==> config.mk <==
export PLATFORM = sky130hd
export DESIGN_NAME = spmm_top
export DESIGN_NICKNAME = d
export VERILOG_FILES = /design/src/hdl/spmm_dims_pkg.sv /design/src/hdl/spmm_layout_pkg.sv /design/src/hdl/node_info_fifo.sv /design/src/hdl/sparse_pe.sv /design/src/hdl/spmm_ctrl.sv /design/src/hdl/spmm_top.sv /design/src/hdl/wh_writer.sv
export SDC_FILE = /design/constraint.sdc
export NUM_CORES = 1
export LEC_CHECK = 0
export ABC_AREA = 1
export BUFFER_PORTS_ARGS = -buffer_cell sky130_fd_sc_hd__buf_2
export CORE_MARGIN = 10
export CORE_UTILIZATION = 55
export CTS_CLUSTER_SIZE = 12
export DETAILED_ROUTE_END_ITERATION = 6
export HOLD_SLACK_MARGIN = 0.1
export PLACE_DENSITY = 0.77
export SYNTH_ARGS = -nofsm -noshare
export SYNTH_HDL_FRONTEND = slang
export SYNTH_SLANG_ARGS = --single-unit
==> constraint.sdc <==
create_clock -name clk -period 5.1 [get_ports clk]
set_input_delay 0.51 -clock clk [delete_from_list [all_inputs] [get_ports clk]]
set_output_delay 0.51 -clock clk [all_outputs]
set_load 0.1 [all_outputs]
==> src/hdl/spmm_dims_pkg.sv <==
package spmm_dims_pkg;

  // ====================
  // Default dimensions
  // ====================

  // Signed values and weights
  localparam int DEF_DATA_WIDTH      = 8;
  // One accumulated result
  localparam int DEF_WH_DATA_WIDTH   = 20;

  // Columns of H and of W
  localparam int DEF_NUM_FEATURE_IN  = 16;
  localparam int DEF_NUM_FEATURE_OUT = 4;

  localparam int DEF_NUM_ROWS        = 8;
  localparam int DEF_NNZ_DEPTH       = 64;
  localparam int DEF_MAX_NODES       = 15;
  localparam int DEF_FIFO_DEPTH      = 4;

  // Entry memory address
  localparam int H_ADDR_W = $clog2(DEF_NNZ_DEPTH);

endpackage

==> src/hdl/spmm_layout_pkg.sv <==
package spmm_layout_pkg;

  import spmm_dims_pkg::*;

  // ====================
  // Field widths
  // ====================
  localparam int COL_IDX_W   = $clog2(DEF_NUM_FEATURE_IN);
  // A full row holds NUM_FEATURE_IN entries, one more bit than the index
  localparam int ROW_LEN_W   = $clog2(DEF_NUM_FEATURE_IN) + 1;
  localparam int NUM_NODE_W  = $clog2(DEF_MAX_NODES + 1);
  localparam int ENTRY_W     = COL_IDX_W + DEF_DATA_WIDTH;
  localparam int NODE_INFO_W = ROW_LEN_W + NUM_NODE_W + 1;
  localparam int WH_W        = DEF_WH_DATA_WIDTH * DEF_NUM_FEATURE_OUT + NUM_NODE_W + 1;

  // Entry word {col, val}
  localparam int ENT_VAL_LSB = 0;
  localparam int ENT_COL_LSB = DEF_DATA_WIDTH;

  // Node info word {row_len, num_node, flag}
  localparam int NI_FLAG_BIT = 0;
  localparam int NI_NODE_LSB = 1;
  localparam int NI_LEN_LSB  = NI_NODE_LSB + NUM_NODE_W;

  // WH word {results, num_node, flag}
  localparam int WH_FLAG_BIT = 0;
  localparam int WH_NODE_LSB = 1;
  localparam int WH_RES_LSB  = WH_NODE_LSB + NUM_NODE_W;

endpackage

==> src/hdl/node_info_fifo.sv <==
`timescale 1ns/1ps

module node_info_fifo
  import spmm_dims_pkg::*;
  import spmm_layout_pkg::*;
#(
  parameter int FIFO_DEPTH = DEF_FIFO_DEPTH
) (
  input  logic                   clk,
  input  logic                   rst_n,
  input  logic                   push_i,
  input  logic [NODE_INFO_W-1:0] din_i,
  input  logic                   pop_i,
  output logic [NODE_INFO_W-1:0] dout_o,
  output logic                   empty_o,
  output logic                   full_o
);

  localparam int PTR_W = (FIFO_DEPTH > 1) ? $clog2(FIFO_DEPTH) : 1;
  localparam int CNT_W = $clog2(FIFO_DEPTH + 1);

  logic [NODE_INFO_W-1:0] mem [FIFO_DEPTH];
  logic [PTR_W-1:0]       wr_ptr_q;
  logic [PTR_W-1:0]       rd_ptr_q;
  logic [CNT_W-1:0]       cnt_q;
  logic                   do_push;
  logic                   do_pop;

  assign do_push = push_i && !full_o;
  assign do_pop  = pop_i && !empty_o;
  assign empty_o = (cnt_q == '0);
  assign full_o  = (cnt_q == CNT_W'(FIFO_DEPTH));

  // Show-ahead read so the tag is there in the pop cycle
  assign dout_o = mem[rd_ptr_q];

  always_ff @(posedge clk) begin
    if (do_push) begin
      mem[wr_ptr_q] <= din_i;
    end
  end

  always_ff @(posedge clk or negedge rst_n) begin
    if (!rst_n) begin
      wr_ptr_q <= '0;
      rd_ptr_q <= '0;
      cnt_q    <= '0;
    end else begin
      if (do_push) begin
        wr_ptr_q <= (wr_ptr_q == PTR_W'(FIFO_DEPTH - 1)) ? '0 : wr_ptr_q + 1'b1;
      end
      if (do_pop) begin
        rd_ptr_q <= (rd_ptr_q == PTR_W'(FIFO_DEPTH - 1)) ? '0 : rd_ptr_q + 1'b1;
      end
      case ({do_push, do_pop})
        2'b10:   cnt_q <= cnt_q + 1'b1;
        2'b01:   cnt_q <= cnt_q - 1'b1;
        default: cnt_q <= cnt_q;
      endcase
    end
  end

  // No more than two rows in flight, so a full FIFO means lost tags
  a_no_overflow: assert property (@(posedge clk) disable iff (!rst_n)
    push_i |-> !full_o);

  // Every finished row finds its tag waiting
  a_no_underflow: assert property (@(posedge clk) disable iff (!rst_n)
    pop_i |-> !empty_o);

endmodule

==> src/hdl/sparse_pe.sv <==
`timescale 1ns/1ps

module sparse_pe
  import spmm_dims_pkg::*;
#(
  parameter int DATA_WIDTH    = DEF_DATA_WIDTH,
  parameter int WH_DATA_WIDTH = DEF_WH_DATA_WIDTH
) (
  input  logic                            clk,
  input  logic                            rst_n,
  input  logic                            entry_vld_i,
  input  logic                            entry_first_i,
  input  logic                            entry_last_i,
  input  logic signed [DATA_WIDTH-1:0]    val_i,
  input  logic signed [DATA_WIDTH-1:0]    wgt_i,
  output logic                            res_vld_o,
  output logic signed [WH_DATA_WIDTH-1:0] res_o
);

  logic signed [DATA_WIDTH-1:0]    val_q;
  logic signed [2*DATA_WIDTH-1:0]  prod;
  logic signed [WH_DATA_WIDTH-1:0] prod_ext;
  logic signed [WH_DATA_WIDTH-1:0] acc_base;
  logic signed [WH_DATA_WIDTH-1:0] acc_q;

  // Value comes from the entry read, one cycle ahead of its weight
  always_ff @(posedge clk) begin
    val_q <= val_i;
  end

  assign prod     = val_q * wgt_i;
  assign prod_ext = prod;
  // First entry of a row drops the previous sum
  assign acc_base = entry_first_i ? '0 : acc_q;

  always_ff @(posedge clk) begin
    if (entry_vld_i) begin
      acc_q <= acc_base + prod_ext;
    end
  end

  always_ff @(posedge clk or negedge rst_n) begin
    if (!rst_n) begin
      res_vld_o <= 1'b0;
    end else begin
      res_vld_o <= entry_vld_i && entry_last_i;
    end
  end

  // Sum holds for one cycle only when the next row starts right away
  assign res_o = acc_q;

endmodule

==> src/hdl/spmm_ctrl.sv <==
`timescale 1ns/1ps

module spmm_ctrl
  import spmm_dims_pkg::*;
  import spmm_layout_pkg::*;
#(
  parameter int NUM_FEATURE_IN = DEF_NUM_FEATURE_IN,
  parameter int NUM_ROWS       = DEF_NUM_ROWS
) (
  input  logic                        clk,
  input  logic                        rst_n,
  input  logic                        start_req_i,
  output logic                        start_ack_o,
  output logic [$clog2(NUM_ROWS)-1:0] ni_addr_o,
  input  logic [NODE_INFO_W-1:0]      ni_data_i,
  output logic [H_ADDR_W-1:0]         h_addr_o,
  output logic [COL_IDX_W-1:0]        w_row_addr_o,
  input  logic [ENTRY_W-1:0]          h_data_i,
  output logic                        entry_vld_o,
  output logic                        entry_first_o,
  output logic                        entry_last_o,
  output logic                        fifo_push_o,
  output logic [NODE_INFO_W-1:0]      fifo_din_o,
  output logic                        fifo_pop_o,
  input  logic                        row_done_i
);

  localparam int ROW_W = $clog2(NUM_ROWS);

  localparam logic [1:0] ST_IDLE = 2'd0;
  localparam logic [1:0] ST_RUN  = 2'd1;
  localparam logic [1:0] ST_ACK  = 2'd2;

  logic [1:0]           state_q;
  logic                 pre_q;
  logic                 feed_q;
  logic [ROW_W-1:0]     ni_addr_q;
  logic [ROW_W-1:0]     iss_row_q;
  logic [ROW_W-1:0]     done_row_q;
  logic [H_ADDR_W-1:0]  ent_addr_q;
  logic [ROW_LEN_W-1:0] pos_q;
  logic [ROW_LEN_W-1:0] cur_len_q;
  logic [ROW_LEN_W-1:0] ni_len;
  logic [ROW_LEN_W-1:0] row_len;
  logic                 run_go;
  logic                 issue;
  logic                 row_first;
  logic                 row_last;
  logic                 final_row;
  logic                 final_done;
  logic                 vld_d1;
  logic                 first_d1;
  logic                 last_d1;

  // ====================
  // Entry issue decode
  // ====================
  assign run_go     = (state_q == ST_IDLE) && start_req_i;
  assign issue      = (state_q == ST_RUN) && feed_q && !pre_q;
  assign ni_len     = ni_data_i[NI_LEN_LSB +: ROW_LEN_W];
  assign row_first  = (pos_q == '0);
  // At a row start the length comes straight from the prefetched word
  assign row_len    = row_first ? ni_len : cur_len_q;
  assign row_last   = ((pos_q + 1'b1) == row_len);
  assign final_row  = (iss_row_q == ROW_W'(NUM_ROWS - 1));
  assign final_done = row_done_i && (done_row_q == ROW_W'(NUM_ROWS - 1));

  assign ni_addr_o    = ni_addr_q;
  assign h_addr_o     = ent_addr_q;
  assign w_row_addr_o = h_data_i[ENT_COL_LSB +: COL_IDX_W];
  assign start_ack_o  = (state_q == ST_ACK);
  assign fifo_pop_o   = row_done_i && (state_q == ST_RUN);

  // ====================
  // Handshake FSM
  // ====================
  always_ff @(posedge clk or negedge rst_n) begin
    if (!rst_n) begin
      state_q    <= ST_IDLE;
      pre_q      <= 1'b0;
      feed_q     <= 1'b0;
      done_row_q <= '0;
    end else begin
      pre_q <= run_go;
      case (state_q)
        ST_IDLE: begin
          if (start_req_i) begin
            state_q    <= ST_RUN;
            feed_q     <= 1'b1;
            done_row_q <= '0;
          end
        end
        ST_RUN: begin
          if (issue && row_last && final_row) begin
            feed_q <= 1'b0;
          end
          if (row_done_i) begin
            done_row_q <= done_row_q + 1'b1;
          end
          if (final_done) begin
            state_q <= ST_ACK;
          end
        end
        ST_ACK: begin
          if (!start_req_i) begin
            state_q <= ST_IDLE;
          end
        end
        default: state_q <= ST_IDLE;
      endcase
    end
  end

  // Row and entry pointers
  // ni_addr runs one row ahead so back-to-back rows need no bubble
  always_ff @(posedge clk or negedge rst_n) begin
    if (!rst_n) begin
      ni_addr_q  <= '0;
      iss_row_q  <= '0;
      ent_addr_q <= '0;
      pos_q      <= '0;
      cur_len_q  <= '0;
    end else if (run_go) begin
      ni_addr_q  <= '0;
      iss_row_q  <= '0;
      ent_addr_q <= '0;
      pos_q      <= '0;
    end else if (pre_q) begin
      ni_addr_q <= ni_addr_q + 1'b1;
    end else if (issue) begin
      ent_addr_q <= ent_addr_q + 1'b1;
      if (row_first) begin
        cur_len_q <= ni_len;
      end
      if (row_last) begin
        pos_q     <= '0;
        iss_row_q <= iss_row_q + 1'b1;
        ni_addr_q <= ni_addr_q + 1'b1;
      end else begin
        pos_q <= pos_q + 1'b1;
      end
    end
  end

  // Flags follow the entry through the entry read and the weight read
  always_ff @(posedge clk or negedge rst_n) begin
    if (!rst_n) begin
      vld_d1        <= 1'b0;
      first_d1      <= 1'b0;
      last_d1       <= 1'b0;
      entry_vld_o   <= 1'b0;
      entry_first_o <= 1'b0;
      entry_last_o  <= 1'b0;
      fifo_push_o   <= 1'b0;
    end else begin
      vld_d1        <= issue;
      first_d1      <= issue && row_first;
      last_d1       <= issue && row_last;
      entry_vld_o   <= vld_d1;
      entry_first_o <= first_d1;
      entry_last_o  <= last_d1;
      fifo_push_o   <= issue && row_first;
    end
  end

  always_ff @(posedge clk) begin
    if (issue && row_first) begin
      fifo_din_o <= ni_data_i;
    end
  end

  // Rows from the node-info memory are never empty and never wider than H
  a_row_len: assert property (@(posedge clk) disable iff (!rst_n)
    issue && row_first |-> (ni_len != '0) && (ni_len <= ROW_LEN_W'(NUM_FEATURE_IN)));

  // Requester holds req for the whole run
  a_req_held: assert property (@(posedge clk) disable iff (!rst_n)
    (state_q == ST_RUN) |-> start_req_i);

endmodule

==> src/hdl/spmm_top.sv <==
`timescale 1ns/1ps

module spmm_top
  import spmm_dims_pkg::*;
  import spmm_layout_pkg::*;
#(
  parameter int DATA_WIDTH      = DEF_DATA_WIDTH,
  parameter int WH_DATA_WIDTH   = DEF_WH_DATA_WIDTH,
  parameter int NUM_FEATURE_IN  = DEF_NUM_FEATURE_IN,
  parameter int NUM_FEATURE_OUT = DEF_NUM_FEATURE_OUT,
  parameter int NUM_ROWS        = DEF_NUM_ROWS,
  parameter int FIFO_DEPTH      = DEF_FIFO_DEPTH
) (
  input  logic                                  clk,
  input  logic                                  rst_n,
  input  logic                                  start_req_i,
  output logic                                  start_ack_o,
  output logic [$clog2(NUM_ROWS)-1:0]           ni_addr_o,
  input  logic [NODE_INFO_W-1:0]                ni_data_i,
  output logic [H_ADDR_W-1:0]                   h_addr_o,
  input  logic [ENTRY_W-1:0]                    h_data_i,
  output logic [COL_IDX_W-1:0]                  w_row_addr_o,
  input  logic [NUM_FEATURE_OUT*DATA_WIDTH-1:0] w_row_data_i,
  output logic                                  wh_we_o,
  output logic [$clog2(NUM_ROWS)-1:0]           wh_addr_o,
  output logic [WH_W-1:0]                       wh_data_o
);

  logic                                     entry_vld;
  logic                                     entry_first;
  logic                                     entry_last;
  logic                                     fifo_push;
  logic                                     fifo_pop;
  logic [NODE_INFO_W-1:0]                   fifo_din;
  logic [NODE_INFO_W-1:0]                   fifo_dout;
  logic [NUM_FEATURE_OUT-1:0]               pe_vld;
  logic [NUM_FEATURE_OUT*WH_DATA_WIDTH-1:0] pe_res;

  // ====================
  // Control and tags
  // ====================
  spmm_ctrl #(
    .NUM_FEATURE_IN (NUM_FEATURE_IN),
    .NUM_ROWS       (NUM_ROWS)
  ) u_ctrl (
    .clk           (clk),
    .rst_n         (rst_n),
    .start_req_i   (start_req_i),
    .start_ack_o   (start_ack_o),
    .ni_addr_o     (ni_addr_o),
    .ni_data_i     (ni_data_i),
    .h_addr_o      (h_addr_o),
    .w_row_addr_o  (w_row_addr_o),
    .h_data_i      (h_data_i),
    .entry_vld_o   (entry_vld),
    .entry_first_o (entry_first),
    .entry_last_o  (entry_last),
    .fifo_push_o   (fifo_push),
    .fifo_din_o    (fifo_din),
    .fifo_pop_o    (fifo_pop),
    .row_done_i    (pe_vld[0])
  );

  node_info_fifo #(
    .FIFO_DEPTH (FIFO_DEPTH)
  ) u_fifo (
    .clk     (clk),
    .rst_n   (rst_n),
    .push_i  (fifo_push),
    .din_i   (fifo_din),
    .pop_i   (fifo_pop),
    .dout_o  (fifo_dout),
    .empty_o (),
    .full_o  ()
  );

  // ====================
  // Element array
  // ====================
  for (genvar i = 0; i < NUM_FEATURE_OUT; i++) begin : g_pe
    sparse_pe #(
      .DATA_WIDTH    (DATA_WIDTH),
      .WH_DATA_WIDTH (WH_DATA_WIDTH)
    ) u_pe (
      .clk           (clk),
      .rst_n         (rst_n),
      .entry_vld_i   (entry_vld),
      .entry_first_i (entry_first),
      .entry_last_i  (entry_last),
      .val_i         (h_data_i[ENT_VAL_LSB +: DATA_WIDTH]),
      .wgt_i         (w_row_data_i[i * DATA_WIDTH +: DATA_WIDTH]),
      .res_vld_o     (pe_vld[i]),
      .res_o         (pe_res[i * WH_DATA_WIDTH +: WH_DATA_WIDTH])
    );
  end

  // Address rewinds during ack, ahead of the next run
  wh_writer #(
    .WH_DATA_WIDTH   (WH_DATA_WIDTH),
    .NUM_FEATURE_OUT (NUM_FEATURE_OUT),
    .NUM_ROWS        (NUM_ROWS)
  ) u_writer (
    .clk         (clk),
    .rst_n       (rst_n),
    .res_vld_i   (pe_vld[0]),
    .res_i       (pe_res),
    .tag_i       (fifo_dout),
    .run_start_i (start_ack_o),
    .wh_we_o     (wh_we_o),
    .wh_addr_o   (wh_addr_o),
    .wh_data_o   (wh_data_o)
  );

endmodule

==> src/hdl/wh_writer.sv <==
`timescale 1ns/1ps

module wh_writer
  import spmm_dims_pkg::*;
  import spmm_layout_pkg::*;
#(
  parameter int WH_DATA_WIDTH   = DEF_WH_DATA_WIDTH,
  parameter int NUM_FEATURE_OUT = DEF_NUM_FEATURE_OUT,
  parameter int NUM_ROWS        = DEF_NUM_ROWS
) (
  input  logic                                     clk,
  input  logic                                     rst_n,
  input  logic                                     res_vld_i,
  input  logic [NUM_FEATURE_OUT*WH_DATA_WIDTH-1:0] res_i,
  input  logic [NODE_INFO_W-1:0]                   tag_i,
  input  logic                                     run_start_i,
  output logic                                     wh_we_o,
  output logic [$clog2(NUM_ROWS)-1:0]              wh_addr_o,
  output logic [WH_W-1:0]                          wh_data_o
);

  logic [$clog2(NUM_ROWS)-1:0] wh_addr_q;

  // Feature 0 lands in the top result slot
  always_comb begin
    wh_data_o = '0;
    for (int i = 0; i < NUM_FEATURE_OUT; i++) begin
      wh_data_o[WH_RES_LSB + (NUM_FEATURE_OUT - 1 - i) * WH_DATA_WIDTH +: WH_DATA_WIDTH] =
        res_i[i * WH_DATA_WIDTH +: WH_DATA_WIDTH];
    end
    wh_data_o[WH_NODE_LSB +: NUM_NODE_W] = tag_i[NI_NODE_LSB +: NUM_NODE_W];
    wh_data_o[WH_FLAG_BIT]               = tag_i[NI_FLAG_BIT];
  end

  assign wh_we_o   = res_vld_i;
  assign wh_addr_o = wh_addr_q;

  // Address moves on after each write
  always_ff @(posedge clk or negedge rst_n) begin
    if (!rst_n) begin
      wh_addr_q <= '0;
    end else if (run_start_i) begin
      wh_addr_q <= '0;
    end else if (res_vld_i) begin
      wh_addr_q <= wh_addr_q + 1'b1;
    end
  end

endmodule

## Word level (Yosys, flattened, before mapping)

Memories as Yosys holds them, arrays and structs flattened.
Index checks and enable logic that the tools add are counted.
Widths: inputs -> output; s select.

| storage, ports and cells | value |
|---|---|
| ROM bits | 0 |
| input bits | 57 |
| word-level logic and storage cells | 131 |
| output and inout port bits | 103 |
| flip-flop bits (word level) | 144 |
| bits in writable memories | 40 |
| latch bits | 0 |
| memories | 1 |

Memories:

| name | depth | bits a word | rd ports | clocked after Yosys merged registers in | wr ports | RTL line | RTL |
|---|---|---|---|---|---|---|---|
| u_fifo.mem | 4 | 10 | 1 | 0 | 1 | node_info_fifo.sv:22 | `logic [NODE_INFO_W-1:0] mem [FIFO_DEPTH];` |

| operators by class | value |
|---|---|
| add/subtract/negate cells | 14 |
| reduce and logical (&&, ||, !) cells | 31 |
| div/mod/pow operators | 0 |
| mux-type cells | 37 |
| bitwise logic cells | 2 |
| multipliers | 4 |
| $lt $le $gt $ge | 0 |
| equality and inequality tests | 16 |
| shift-type cells | 0 |

Operators with widths:

| kind | number |
|---|---|
| $add 20x16->20 | 4 |
| $mux 20 | 4 |
| $mul 8x8->16 | 4 |
| $mux 3 | 12 |
| $mux 5 | 5 |
| $mux 6 | 3 |
| $add 3x1->3 const B | 5 |
| $reduce_and 3->1 | 5 |
| $pmux 3 s2 | 2 |
| $logic_and 1x1->1 | 11 |
| $mux 2 | 5 |
| $reduce_bool 2->1 | 5 |
| $eq 3x3->1 const B | 3 |
| $eq 2x2->1 const B | 4 |
| $ne 2x2->1 const B | 4 |
| $add 6x1->6 const B | 1 |
| $pmux 2 s3 | 1 |
| $reduce_bool 3->1 | 2 |
| $add 5x1->5 const B | 1 |
| $eq 5x5->1 | 1 |
| $logic_not 5->1 | 1 |
| $add 2x1->2 const B | 2 |
| $eq 2x1->1 const B | 2 |
| $mux 1 | 4 |
| 8 further kinds | 13 |

## Depth between registers and ports, before layout

| depth | value |
|---|---|
| word-level depth | 7 |
| depth in mapped cells | 25 |

## By module

From an unflattened synthesis, not the netlist that was laid out.

| unflattened totals | value |
|---|---|
| cells, all modules | 2757 |
| area total of the unflattened synthesis | 24024.3 um^2 |

Modules (own cells, without submodules):

| module | times used | area each (um^2) | sequential area each (um^2) | cells an instance |
|---|---|---|---|---|
| sparse_pe at g_pe[1].u_pe ... | 2 | 4728.3 | 785.8 | 559 |
| sparse_pe at g_pe[3].u_pe | 1 | 4758.3 | 785.8 | 560 |
| sparse_pe at g_pe[0].u_pe | 1 | 4720.8 | 785.8 | 559 |
| spmm_ctrl | 1 | 2189.6 | 1176.1 | 240 |
| node_info_fifo | 1 | 2110.8 | 1376.3 | 177 |
| wh_writer | 1 | 788.3 | 75.1 | 103 |

## Worst setup path before layout

OpenSTA, ideal clock, no wires.

| path | value |
|---|---|
| path type | flip-flop to flip-flop |
| start | register g_pe[1].u_pe.acc_q[6] |
| end | register g_pe[1].u_pe.acc_q[14] (data pin) |
| slack | -0.063 ns |
| setup time | 0.259 ns |
| data required time | 4.841 ns |
| stages on the path, launching flop included | 18 |
| data arrival time | 4.904 ns |
| path through | edfxtp_1 -> nand2_1 -> fa_1 -> inv_1 -> fa_1 -> inv_1 -> fa_1 -> inv_1 -> fa_1 -> fa_1 -> ha_1 -> a21oi_1 -> nand2_1 -> a21boi_0 -> o21ai_0 -> nand2_1 -> nand2_1 -> xor2_1 |

| between the ends | value |
|---|---|
| longest elaborated chain between the ends | 2 |

RTL lines:

| what | RTL line | RTL |
|---|---|---|
| start, declared | sparse_pe.sv:24 | `logic signed [WH_DATA_WIDTH-1:0] acc_q;` |
| start signal, assigned | sparse_pe.sv:38 | `acc_q <= acc_base + prod_ext;` |
| $mux 20 | sparse_pe.sv:34 | `assign acc_base = entry_first_i ? '0 : acc_q;` |
| $add 20x16->20 | sparse_pe.sv:38 |  |

Every way passes these cells.
A chain may end at the register's enable or synchronous reset.

## Final worst setup path

| path | value |
|---|---|
| start | register g_pe[3].u_pe.val_q[3] |
| end | register g_pe[3].u_pe.acc_q[19] (data pin) |

| between the ends | value |
|---|---|
| longest elaborated chain between the ends | 2 |

RTL lines:

| what | RTL line | RTL |
|---|---|---|
| start, declared | sparse_pe.sv:20 | `logic signed [DATA_WIDTH-1:0] val_q;` |
| start signal, assigned | sparse_pe.sv:28 | `val_q <= val_i;` |
| $mul 8x8->16 | sparse_pe.sv:31 | `assign prod = val_q * wgt_i;` |
| $add 20x16->20 | sparse_pe.sv:38 |  |
| end signal, assigned | sparse_pe.sv:38 |  |
| end, declared | sparse_pe.sv:24 |  |

Every way passes these cells.

==> summary.md <==
| Metric | Value |
|---|---|
| Synth Area in Simple Gates | `0.1332` |
| Clock root buffer | `sky130_fd_sc_hd__clkbuf_16` |
| First-iteration detailed-routing DRC count | `940` |
| Number of CTS-inserted buffers | `17` |
| Detailed-route wire length per cell | `16.29 um` |
| Clock insertion delay at the later pin of the skew report | `0.50 ns` |
| Startpoint class of the critical path | `flop` |
| Worst path max stage delay | `0.60 ns` |
| Library cells used by synthesis | `50` |
| Clock transition at the register clock pins on the worst setup and hold paths after CTS | `0.07 ns` |
| Final weighted congestion of routability-driven global placement | `0.9441` |
| Startpoint of the tightest hold check path | `h_data_i[2]` |
| Effective utilization at floorplan | `0.5589` |
| Clock sink count | `159` |
| Worst min-delay path endpoint | `g_pe[3].u_pe.val_q[2]` |
| Combinational family with the most area after synthesis | `adder cells` |
| Clock tree from TritonCTS | `done` |
| Quantity of I/O buffers inserted on ports | `151` |
| Number of endpoints with negative hold slack in the final report | `0` |
| Aggregate global-route resource usage | `0.2211` |
| Die boundary width | `216.1 um` |
| Class of the tightest hold or removal check | `input pin to flop` |
| Cell count after synthesis | `2326` |
| Via count of the first global-routing pass | `16539` |
| Number of antenna violations at the first check in global routing | `10` |
| Synthesis-stage register bit count | `159` |
| Sum of overflow across all layers after global routing | `0` |
| Ratio of cells with drive above 1 in the final layout | `0.1126` |
| Number of vias in the routed layout | `15467` |
| Pin count of the biggest net entering global routing | `52` |
| Worst setup skew after layout | `0.009888 ns` |
| Slew Limit Headroom | `0.3214` |
| Dominant register cell in the synthesized netlist | `sky130_fd_sc_hd__edfxtp_1` |
| Commonest non-fill, non-tap cells in the layout | `612 x sky130_fd_sc_hd__inv_1, 437 x sky130_fd_sc_hd__nand2_1, 352 x sky130_fd_sc_hd__fa_1, 198 x sky130_fd_sc_hd__ha_1, 151 x sky130_fd_sc_hd__buf_2` |
| Critical path fanouts, max | `16` |
| Core area | `37840 um^2` |
| Critical register-to-register path endpoint | `g_pe[3].u_pe.res_o[19]` |
| Cell row count | `71` |
| Number of slew-limit violations in the final report | `0` |
| Maximum number of buffers from clock root to sink | `2` |
| Number of H-tree levels | `4` |
| Critical-path top delay cell | `sky130_fd_sc_hd__dfxtp_1` |
| Area contributors post-synth | `sky130_fd_sc_hd__fa_1 33%, sky130_fd_sc_hd__edfxtp_1 15%, sky130_fd_sc_hd__ha_1 12%` |
| Proportion of synthesized flip-flops having asynchronous set or reset | `0.2893` |
| Setup slack after layout | `0.2054 ns` |
| Number of top-level pins | `160` |
| Final HPWL from detailed placement | `40110 um` |
| Result of the run | `completed` |
| WP buf/inv | `4` |
| Detailed Routing Iterations Pass 1 | `5` |
| Number of setup violations in the final report | `0` |
| Adder and majority gate portion of the synthesized area | `0.4518` |
| Arrival time at the worst endpoint | `5.16 ns` |
| Max Cap Violations | `0` |
| Synth warn | `0` |
| Drt via density | `5.116` |
| Biggest area consumer among synthesized cells | `sky130_fd_sc_hd__fa_1` |
| Floorplan die height | `216.1 um` |
| Min-Delay Path Depth | `1` |
| Number of flops mapped to enable cells by yosys | `105` |
| Shortest period the worst path allows | `4.895 ns` |
| Data required time at the worst endpoint | `5.36 ns` |
| Classification of the worst setup path | `flop to flop` |
| Xor/xnor share of the synthesized area | `0.03478` |
| Highest clock rate | `204.3 MHz` |
| Layout area overhead | `11.37%` |
| Complex-gate fraction of the synthesized area | `0.04354` |
| Number of nets produced by synthesis | `2935` |
| Most prevalent standard cell on the critical path | `sky130_fd_sc_hd__nand2_1` |
| Number of nets in the layout | `3100` |
| Share of synthesized area occupied by flip-flops and latches | `0.2111` |
| Cell-by-cell listing of the critical path | `buf_12, nand2_1, fa_1, fa_1, inv_1, fa_1, fa_1, fa_1, ha_1, buf_4, nand2_1, nor2_1, nand2_1, nand2_1, nand3_1, o211ai_1, inv_1, nand2_1, nand2_1` |
| Average size of a mapped cell | `9.094 um^2` |
| Wire length of the first global-routing pass | `82720 um` |
| Most frequent standard cell in the layout excluding fill and tap cells | `sky130_fd_sc_hd__inv_1` |
| Post-Place Setup Slack | `-0.1073 ns` |
| Post-route fraction of the period consumed by the critical path | `0.9597` |
| Number of remaining DRC errors | `0` |
| Critical register-to-register path startpoint | `g_pe[3].u_pe.val_q[3]` |
| Antenna-violating nets left | `0` |
| Cells on worst reg2reg path | `19` |
| Flop-to-flop setup slack | `0.21 ns` |
| Multiplexer fraction of the synthesized cell area | `0` |
| Die Area | `46700 um^2` |
| Area share of the largest cell type after synthesis | `0.3341` |
| Worst Max-Slew Pin Slew | `1.018 ns` |
| Kind of cell with the highest combined delay on the critical path | `adder cells` |
| Mapped cell area | `21150 um^2` |
| Sum of routed wire length over all layers | `49240 um` |
| Endpoint type of the worst setup path | `flop` |
cell type report:
cell class,instances,area [um^2]
Fill cell,3109,14290
Multi-Input combinational cell,1475,14080
Sequential cell,159,4476
Inverter,620,2331
Timing Repair Buffer,218,1424
Tap cell,511,639.4
Clock buffer,20,467.9
Clock inverter,12,118.9
Antenna cell,8,20.02
cells by family after synthesis:
logic type                 after synthesis
buffers and inverters                  692
and+or+nand+nor                        679
adders and majority gates              552
AOI/OAI and AO/OA                      160
DFF                                    159
xor gates and xnor gates                84
worst max-delay path by stage:
stage,depth (start not counted),slack [ns],endpoint,from
6_report,19,0.21,g_pe[3].u_pe.res_o[19],g_pe[3].u_pe.val_q[3]
5_1_grt,19,-0.0008,g_pe[2].u_pe.res_o[19],u_ctrl.entry_first_o
4_1_cts,19,0.05,g_pe[2].u_pe.res_o[14],u_ctrl.entry_first_o
3_5_place_dp,19,-0.11,g_pe[2].u_pe.res_o[14],u_ctrl.entry_first_o
3_3_place_gp,19,-0.002,g_pe[2].u_pe.res_o[14],u_ctrl.entry_first_o
2_1_floorplan,17,0.03,g_pe[1].u_pe.res_o[14],g_pe[1].u_pe.res_o[6]
metrics by stage:
stage | hold WS (ns) | instances | utilization | setup TNS [ns] | area [um^2]
CTS | 0.1087 | 3010 | 0.6192 | 0 | 23430
floorplan | 0.2144 | 2326 | - | 0 | 21150
detailed placement | 0.3371 | 2971 | 0.6018 | -0.1073 | 22770
global route | 0.1223 | 3018 | 0.6221 | -0.0007780 | 23540
finish | 0.1417 | 3023 | 0.6225 | 0 | 23560
global placement | 0.3338 | 2971 | 0.6018 | -0.002244 | 22770
registers in the layout (all words and copies together), names as in the netlist, 3 cells and up:
signal / count
u_ctrl.h_addr_o: 6
u_ctrl.done_row_q: 3
g_pe.u_pe.res_o: 80
u_fifo.mem: 20
u_writer.wh_addr_o: 3
u_ctrl.ni_addr_o: 3
u_ctrl.cur_len_q: 5
u_fifo.cnt_q: 3
u_ctrl.iss_row_q: 3
u_ctrl.pos_q: 5
u_ctrl.fifo_din_o: 5
g_pe.u_pe.val_q: 8
synth_stat cells (all sizes together) (7+ instances only):
| library cell | n |
|---|---|
| edfxtp | 105 |
| dfxtp | 8 |
| nand2 | 444 |
| xnor2 | 30 |
| a21o | 7 |
| o21ai | 52 |
| clkbuf | 60 |
| a21oi | 59 |
| nand3 | 64 |
| buf | 12 |
| fa | 353 |
| nand4 | 12 |
| xor2 | 54 |
| nor2 | 138 |
| dfrtp | 46 |
| inv | 616 |
| nor3 | 9 |
| ha | 199 |
per-layer routing:
layer	up-vias	wire [um]	GRT usage
met4	2	1543	0.09835
met2	521	23780	0.3571
met5	-	10	0
met1	7588	19910	0.2698
met3	96	3995	0.06602
li1	7260	-	-
timing repair:
action,4_1_cts,5_1_grt
hold buffers,6,0
endpoints found under the setup margin,3,16
resized for setup,2,19
cloned,0,0
pin swaps,1,3
hold endpoints to repair,6,0
setup buffers,1,5
Power is left out: the tool's default activity adds up to more than one toggle a clock period on the data nets, which glitch-free logic cannot reach.
